<file path="config.mk">
export PLATFORM = sky130hd
export DESIGN_NAME = slave_ram
export DESIGN_NICKNAME = d
export VERILOG_FILES = /design/src/design/bus_pkg.sv /design/src/design/slave_ram.sv
export SDC_FILE = /design/constraint.sdc
export NUM_CORES = 1
export LEC_CHECK = 0
export CAP_MARGIN = 20
export CELL_PAD_IN_SITES_DETAIL_PLACEMENT = 0
export CELL_PAD_IN_SITES_GLOBAL_PLACEMENT = 1
export CORE_ASPECT_RATIO = 1.5
export CORE_UTILIZATION = 52
export DETAILED_ROUTE_END_ITERATION = 12
export DONT_BUFFER_PORTS = 1
export GPL_TIMING_DRIVEN = 0
export PLACE_DENSITY = 0.81
export RECOVER_POWER = 100
export SLEW_MARGIN = 10
export SYNTH_ARGS = -nofsm -noshare
export SYNTH_HDL_FRONTEND = slang
export SYNTH_SLANG_ARGS = --single-unit
</file>
<file path="constraint.sdc">
create_clock -name bus_clk -period 1.58 [get_ports bus_clk]
set_input_delay 0.158 -clock bus_clk [delete_from_list [all_inputs] [get_ports bus_clk]]
set_output_delay 0.158 -clock bus_clk [all_outputs]
set_load 0.1 [all_outputs]
</file>
<file path="src/design/bus_pkg.sv">
package bus_pkg;

    // Basic bus widths
    typedef logic [31:0] addr_t;
    typedef logic [31:0] data_t;
    typedef logic [3:0]  strb_t;
    typedef logic [1:0]  resp_t;

    localparam resp_t RESP_OKAY   = 2'd0;
    localparam resp_t RESP_DECERR = 2'd3;

    localparam int NUM_SLAVES = 4;

    typedef logic [1:0] slave_idx_t;

    // Inclusive address windows, one per slave
    localparam addr_t [0:NUM_SLAVES-1] SLAVE_BASE = {
        32'h0000_0000, 32'h1000_0000, 32'h2000_0000, 32'hA000_0000
    };
    localparam addr_t [0:NUM_SLAVES-1] SLAVE_LIMIT = {
        32'h0FFF_FFFF, 32'h1FFF_FFFF, 32'h2FFF_FFFF, 32'hAFFF_FFFF
    };

    typedef struct packed {
        logic  write;
        addr_t addr;
        data_t wdata;
        strb_t strb;
    } bus_req_t;

    typedef struct packed {
        resp_t resp;
        data_t rdata;
    } bus_rsp_t;

    // One completed transfer, as seen by the status display
    typedef struct packed {
        logic       valid;
        logic       master;
        logic       hit;
        slave_idx_t slave;
        resp_t      resp;
    } bus_done_t;

    typedef enum logic [1:0] {ST_IDLE, ST_ACCESS, ST_RESPOND} ctrl_state_t;

endpackage

</file>
<file path="src/design/slave_ram.sv">
module slave_ram #(
    parameter int SLAVE_WORDS = 16,
    localparam int IW = (SLAVE_WORDS > 1) ? $clog2(SLAVE_WORDS) : 1
) (
    input  logic           bus_clk,
    input  logic           rst_n,
    input  logic           en,
    input  logic           write,
    input  logic [IW-1:0]  index,
    input  bus_pkg::data_t wdata,
    input  bus_pkg::strb_t strb,
    output bus_pkg::data_t rdata
);

    localparam int LANES = $bits(bus_pkg::strb_t);

    bus_pkg::data_t mem [SLAVE_WORDS];

    // Write side, byte lanes gated by strb
    always_ff @(posedge bus_clk or negedge rst_n) begin
        if (!rst_n) begin
            for (int w = 0; w < SLAVE_WORDS; w++) begin
                mem[w] <= '0;
            end
        end else if (en && write) begin
            for (int b = 0; b < LANES; b++) begin
                if (strb[b]) begin
                    mem[index][8*b +: 8] <= wdata[8*b +: 8];
                end
            end
        end
    end

    // Registered read port
    always_ff @(posedge bus_clk or negedge rst_n) begin
        if (!rst_n) begin
            rdata <= '0;
        end else if (en && !write) begin
            rdata <= mem[index];
        end
    end

endmodule

</file>
==> reports/metrics.yaml <==
status: "complete, but fails checks"
violations: "negative hold slack, max-slew violations, negative setup slack"
fin_crit_ns: 1.60
track_usage_pct: 28.9
drive_gt1_share_pct: 38.5
crit_path_max_fanout: 10
final_util_pct: 58.0
crit_chain: "buf_2, buf_4, nand3b_1, buf_1, o22ai_1, nor2_1, a31oi_1"
fill_cells: 3858
dieWidth_um: 181
setup_viol: 1
cts_tree: "built"
cp_data_arrival_time_ns: 2.03
postSynthCellCount: 1727
drtAntennaViolNets: 0
clock-sinks: 544
slew_headroom_pct: -4.61
grt_antenna_before_repair: 2
core-area_um2: 47600
drc: 0
place_area_um2: 25800
max_freq_ghz: 0.624
max-cap-violations: 0
final_cells: 2447
regToRegSetupSlack_ns: 0.17
gr-usage-met1_pct: 35.5
crit_type: "in -> reg"
seq_area_um2: 13700
mostFrequentLayoutCells: "dfrtp_1 (512), mux2_2 (463), mux2i_1 (192), nor2_1 (66), o22ai_1 (64)"
path_buf_inv: 3
row_count: 98
power.leakage_nw: 12.9
clockRootBuffer: "clkbuf_16"
dr.pass1.iters: 5
io_pins: 76
cp-start-kind: "primary input"
grt_max_degree: 545
grt_pass1_wl_um: 103000
clk_latency_ns: 0.57
clockBufferDepth: 3
rsz0062_at_grt: "false"
cp.required_ns: 2.00
final_nets: 1855
gp_congestion: 0.830
peakVddDrop_uv: 944
area_growth_pct: 10.2
grt_overflow: 0
met2_usage_pct: 49.0
slowest_stage: "buf_1"
start_util_pct: 52.6
multiInputGateArea_um2: 10400
synth_warnings: 0
grt_pass1_vias: 16200
stdcell_area_um2: 27600
syn_area_per_cell_um2: 14.5
diodes: 0
timing_hold_violations_final: 544
drtIter0Drc: 1052
cts_setup_buffers: 0
cts.htree.levels: 2
syn_area_um2: 25000
cts_inserted_buffers: 50
syn_nets: 1771
dp_cells: 2327
finClkSkew_ns: 0.00870
numPortBuffers: 0
synth.distinct_cells: 36
met3_usage_pct: 4.89
cts_hold_buf: 32
worst_hold_slack_ns: -0.693
endpoint_kind: "flip-flop"
slew_violations: 96
busiest_layer: "met2"
cpLargestDelayFamily: "buffers and inverters"
hpwl_um: 43900
wl_per_cell_um: 28.5
avgViaCountPerCell: 6.24
final_common_cell: "dfrtp_1"
setup_ws_ns: -0.0228
hold_class: "in -> async"
ys_seq_area_share_pct: 54.4
timing.final.crit_share_pct: 101
num_vias: 15300
tightest_slew_ns: 1.57
power.density_nw_per_um2: 1230
routed_wl_um: 69600
die_area_um2: 49000
ys_seq_elements: 544
max_stage_delay_ns: 0.84
die-height_um: 271
pre_cts_ws_ns: -0.831
clk_pin_slew_ns: 0.07
layer usage:
layer / vias to the layer above / routed length [um] / part of all wire [%]
met5: - / 21 / 0.030
met4: 4 / 3870 / 5.6
met3: 176 / 3930 / 5.6
li1: 6542 / - / -
met2: 448 / 34600 / 50
met1: 8092 / 27200 / 39
power by group:
group	leakage (nW)	internal (mW)	switching, mW
Combinational	4.94	2.22	1.73
Sequential	7.15	15.8	1.82
Clock	0.834	7.19	5.30
synth_stat cells (all sizes together):
library cell	instances	share of area [%]
a2bb2oi	12	0.42
or3	1	0.025
and3	5	0.13
mux2i	192	7.7
or3b	3	0.11
nand3b	3	0.090
nor4	1	0.085
and2	3	0.085
dfrtp	544	54
and2b	1	0.030
o21ai	20	0.40
mux4	32	2.9
mux2	512	23
nand3	48	1.6
a31oi	32	0.80
nor2b	4	0.10
clkbuf	54	0.81
nand2	30	0.65
o22ai	64	1.6
nor2	86	2.0
buf	60	2.3
a221oi	20	0.70
timing repair:
item / CTS / global route
pin swaps: 0 / 0
endpoints found under the setup margin: 64 / 14
endpoints found under the hold margin: 736 / 544
gates cloned: 0 / 0
resized for setup: 37 / 12
through the flow:
| step | hold slack (ns) | power (mW) | TNS (ns) |
|---|---|---|---|
| 2_1_floorplan | -0.138 | 20.6 | 0 |
| 3_3_place_gp | -0.115 | 21.4 | -60.11 |
| 3_5_place_dp | -0.115 | 21.7 | -72.72 |
| 4_1_cts | -0.726 | 34.3 | 0 |
| 5_1_grt | -0.729 | 35.3 | 0 |
| 6_report | -0.693 | 34.1 | -0.0228 |
logic make-up after synthesis:
| family | after synthesis | share of synthesized area [%] |
|---|---|---|
| mux | 736 | 33.6 |
| simple gates | 185 | 4.98 |
| compound gates | 148 | 3.92 |
| buf+inv | 114 | 3.10 |
| flops | 544 | 54.4 |
final timing paths:
kind                                       from               endpoint  cells after the start
max in group asynchronous                 rst_n  rdata[27]$_DFFE_PN0P_                      0
min reg2reg                mem[234]$_DFFE_PN0P_   mem[234]$_DFFE_PN0P_                      1
max                                    index[2]  rdata[11]$_DFFE_PN0P_                      7
min                                       rst_n    mem[16]$_DFFE_PN0P_                      0
min in group bus_clk                  wdata[16]   mem[240]$_DFFE_PN0P_                      2
max reg2reg                mem[345]$_DFFE_PN0P_  rdata[25]$_DFFE_PN0P_                      4
state kept, by name (all words and copies together) (netlist names):
register and count:
rdata 32, mem 512
area by class of cell:
cell class | instances | share of cell area [%]
clock buffers | 74 | 5.57
flip-flops and latches | 544 | 49.5
plain buffers | 114 | 2.79
well taps | 600 | 2.72
multi-input cells | 1069 | 37.7
repair buffers | 32 | 1.16
clock inverters | 14 | 0.558
No activity file was read; power rests on OpenSTA's default activity.
