`src/design/bus_pkg.sv`:
```
package bus_pkg;

    // Basic bus widths
    typedef logic [31:0] addr_t;
    typedef logic [31:0] data_t;
    typedef logic [3:0]  strb_t;
    typedef logic [1:0]  resp_t;

    localparam resp_t RESP_OKAY   = 2'd0;
    localparam resp_t RESP_DECERR = 2'd3;

    localparam int NUM_SLAVES = 4;

    typedef logic [1:0] slave_idx_t;

    // Inclusive address windows, one per slave
    localparam addr_t [0:NUM_SLAVES-1] SLAVE_BASE = {
        32'h0000_0000, 32'h1000_0000, 32'h2000_0000, 32'hA000_0000
    };
    localparam addr_t [0:NUM_SLAVES-1] SLAVE_LIMIT = {
        32'h0FFF_FFFF, 32'h1FFF_FFFF, 32'h2FFF_FFFF, 32'hAFFF_FFFF
    };

    typedef struct packed {
        logic  write;
        addr_t addr;
        data_t wdata;
        strb_t strb;
    } bus_req_t;

    typedef struct packed {
        resp_t resp;
        data_t rdata;
    } bus_rsp_t;

    // One completed transfer, as seen by the status display
    typedef struct packed {
        logic       valid;
        logic       master;
        logic       hit;
        slave_idx_t slave;
        resp_t      resp;
    } bus_done_t;

    typedef enum logic [1:0] {ST_IDLE, ST_ACCESS, ST_RESPOND} ctrl_state_t;

endpackage

```
`src/design/status_display.sv`:
```
module status_display (
    input  logic               bus_clk,
    input  logic               rst_n,
    input  bus_pkg::bus_done_t done,
    input  logic               btn_up,
    input  logic               btn_down,
    output logic [7:0]         led8,
    output logic [3:0]         led4
);

    logic [7:0] cnt [8];
    logic [2:0] index;
    logic       btn_up_q;
    logic       btn_down_q;
    logic       up_rise;
    logic       down_rise;

    assign up_rise   = btn_up && !btn_up_q;
    assign down_rise = btn_down && !btn_down_q;

    // Index steps on button edges and wraps modulo 8
    always_ff @(posedge bus_clk or negedge rst_n) begin
        if (!rst_n) begin
            btn_up_q   <= 1'b0;
            btn_down_q <= 1'b0;
            index      <= '0;
        end else begin
            btn_up_q   <= btn_up;
            btn_down_q <= btn_down;
            if (up_rise && !down_rise) begin
                index <= index + 3'd1;
            end else if (down_rise && !up_rise) begin
                index <= index - 3'd1;
            end
        end
    end

    // Counters wrap at 8 bits
    always_ff @(posedge bus_clk or negedge rst_n) begin
        if (!rst_n) begin
            for (int i = 0; i < 8; i++) begin
                cnt[i] <= '0;
            end
        end else if (done.valid) begin
            cnt[{2'b00, done.master}] <= cnt[{2'b00, done.master}] + 8'd1;
            if (done.hit) begin
                cnt[{1'b0, done.slave} + 3'd2] <= cnt[{1'b0, done.slave} + 3'd2] + 8'd1;
            end
            if (done.resp == bus_pkg::RESP_DECERR) begin
                cnt[6] <= cnt[6] + 8'd1;
            end
            cnt[7] <= cnt[7] + 8'd1;
        end
    end

    assign led8 = cnt[index];
    assign led4 = {1'b0, index};

endmodule
```
`config.mk`:
```
export PLATFORM = sky130hd
export DESIGN_NAME = status_display
export DESIGN_NICKNAME = d
export VERILOG_FILES = /design/src/design/bus_pkg.sv /design/src/design/status_display.sv
export SDC_FILE = /design/constraint.sdc
export NUM_CORES = 1
export LEC_CHECK = 0
export BUFFER_PORTS_ARGS = -buffer_cell sky130_fd_sc_hd__buf_4
export CORE_UTILIZATION = 40
export CTS_CLUSTER_DIAMETER = 80
export CTS_CLUSTER_SIZE = 30
export DETAILED_ROUTE_END_ITERATION = 6
export PLACE_DENSITY = 0.63
export SYNTH_ARGS = -nofsm -noshare
export SYNTH_HDL_FRONTEND = slang
export SYNTH_SLANG_ARGS = --single-unit
```
`constraint.sdc`:
```
create_clock -name bus_clk -period 2.5 [get_ports bus_clk]
set_input_delay 0.125 -clock bus_clk [delete_from_list [all_inputs] [get_ports bus_clk]]
set_output_delay 0.125 -clock bus_clk [all_outputs]
set_load 0.02 [all_outputs]
```
==> flow_summary.ini <==
[setup_path]
end_kind = output port
crit_path_start_kind = register
arrival_ns = 2.11
cp_max_fo = 19
cp_slowest_stage_delay_ns = 0.87
crit_family = flip-flops
critPathKind = register to output port
cp_cell_sequence = mux4_2, mux2_2, buf_4
crit_slowest_cell = dfrtp_1
required_ns = 2.38
critPathBufInv = 1

[worst_hold_path]
hp-class = input pin to register

[sta]
maxSlewHeadroom_pct = 41.2
layout_min_cycle_time_ns = 2.24
setup_violations = 0
finalMaxSlewViolations = 0
period_share_pct = 89.5
max_slew.worst_pin.slew_ns = 0.882
tns_ns = 0
final_hold_viol_count = 0
rsz0062_at_grt = false
finClkSkew_ns = 0.00647
fmax_mhz = 447

[cts]
cts_tree = built
cts_setup_buffers = 0
cts_sinks = 69
clock_path_buffers = 2
hold_buffers = 3
cts_root_buffer = clkbuf_8
post_cts_resized = 0
h-tree-depth = 3
clk_latency_ns = 0.35
path_clk_slew_ns = 0.08
cts_buffers = 9

[place]
dp_hpwl_um = 5770
gp_congestion = 0.802
io_buffers = 21
dp_cells = 454

[synth]
synth_fp_nets = 339
synth_seq_area_share_pct = 45.3
synthArstFlopShare_pct = 100
yosysMostFrequentCell = dfrtp_1
synth_top_cells_by_count = dfrtp_1, nand2_1, mux2_2, xnor2_1, nand3_1
syn_area_um2 = 3810
yosys_warnings = 0
avgSynthCellArea_um2 = 11.8
synth_ff_type = dfrtp_1
syn_inst = 322
yosysUniqueCellTypes = 38
synth_edf_count = 0
synth_top_cell_by_area = dfrtp_1
yosysTopAreaCellShare_pct = 45.3
ys_top_cells_by_area = dfrtp_1, mux4_2, mux2_2, xnor2_1, nand2_1
ys_ff_latch = 69

[finish]
nets = 356
fin_cells = 473
area_growth_pct = 13.6
n_antenna_cell = 0
regArea_um2 = 1730
nFillCells = 854
drive_above_1_share_pct = 25.9
multiInputGateArea_um2 = 1970

[pwr]
total_power_mw = 4.86
ir_drop_uv = 409
leakagePower_nw = 1.86
power_density_nw_per_um2 = 1120

[global_routing]
grt_pass1_wl_um = 13400
grt_usage_pct = 18.0
antenna_found_initial = 0
grt_max_degree = 70
grt_overflow = 0
grt_pass1_vias = 2563

[die]
start_util_pct = 41.2
ioPinCount = 23
num_rows = 35
core_um2 = 9240
die_h_um = 99.6
die_area_um2 = 9920
chipWidth_um = 99.6

[detailed_routing]
first_pass_iters = 4
ant_nets = 0
vias = 2548
drc_errors = 0
wl_per_cell_um = 16.9
drt_wl_total_um = 7980
first_iter_violations = 110
drt-vias-per-instance = 5.39

[status]
status = finished, final reports clean

[run]
drv_cap = 0
cell type report:
type,instances,share of cell area [%]
Sequential cell,69,39.9
Timing Repair Buffer,28,5.03
Inverter,2,0.173
Clock inverter,6,2.54
Multi-Input combinational cell,229,45.4
Clock buffer,10,3.18
Tap cell,129,3.73
flip-flops by register name (all words and copies together) (netlist names):
name,cells
btn_down_q,1
index,3
cnt,64
btn_up_q,1
final timing paths:
kind	start	cells past startpoint	slack, ns	to
max	index[1]	3	0.26	led8[5]
min	done[5]	3	0.14	cnt[52]
max reg2reg	cnt[16]	6	0.49	cnt[22]
min reg2reg	cnt[55]	1	0.47	cnt[55]
max in group asynchronous	rst_n	2	1.50	cnt[60]
min in group asynchronous	rst_n	2	0.43	cnt[30]
worst register-to-register path: stages (launching register included):
cell,delay (ns)
dfrtp_1,0.39
mux4_2,0.37
ha_1,0.31
inv_1,0.15
or3_1,0.39
mux2_2,0.26
nand3_1,0.07
cell families (layout without fill, tap and decap cells):
| kind of cell | after synthesis | after routing | share of synthesized area (%) |
|---|---|---|---|
| other | 1 | 1 | 0.0984 |
| AOI/OAI and AO/OA | 15 | 15 | 2.10 |
| adders and majority gates | 6 | 6 | 2.17 |
| xor gates and xnor gates | 42 | 42 | 9.65 |
| muxes | 47 | 47 | 20.9 |
| buffers and inverters | 24 | 46 | 3.09 |
| DFF | 69 | 69 | 45.3 |
| and+or+nand+nor | 118 | 118 | 16.7 |
stage by stage:
stage,setup WS [ns],hold slack [ns],area [um2],util (%)
3_5_place_dp,0.489,0.247,4050,43.8
2_1_floorplan,0.446,-0.171,3810,-
3_3_place_gp,0.512,0.244,4050,43.8
4_1_cts,0.217,0.123,4330,46.8
5_1_grt,0.175,0.162,4330,46.8
6_report,0.262,0.139,4330,46.8
metal layers:
layer  routed length (um)  share of wire (%)  vias up  track usage (%)
met2                 3770                 47       53             27.6
li1                     -                  -     1193                -
met3                  272                3.4       20             2.95
met1                 3730                 47     1282             24.5
met5                    0                  0        -                0
met4                  199                2.5        0             9.95
where the power goes:
group	total [mW]	internal (mW)	switching, mW
combinational	1.79	0.955	0.834
sequential	1.94	1.47	0.472
clock	1.13	0.688	0.443
total	4.86	3.12	1.75
placed cells by master, fill, tap and decap left out, drive strengths merged, types with 2 or more instances in the layout:
| master | n |
|---|---|
| mux2 | 24 |
| clkbuf | 10 |
| nand3b | 2 |
| and4 | 3 |
| nor2b | 3 |
| a31oi | 2 |
| buf | 25 |
| xor2 | 18 |
| xnor2 | 24 |
| nand4 | 9 |
| mux4 | 23 |
| nand4b | 7 |
| nand2b | 2 |
| clkinvlp | 2 |
| dfrtp | 69 |
| a21oi | 3 |
| or3 | 3 |
| nand2 | 43 |
| bufinv | 3 |
| inv | 2 |
| and2 | 2 |
| and4b | 2 |
| nor2 | 7 |
| ha | 5 |
| nand3 | 23 |
| and3 | 3 |
| dlygate4sd3 | 3 |
| nor3 | 5 |
| o21ai | 9 |
No activity file was read; power rests on OpenSTA's default activity.
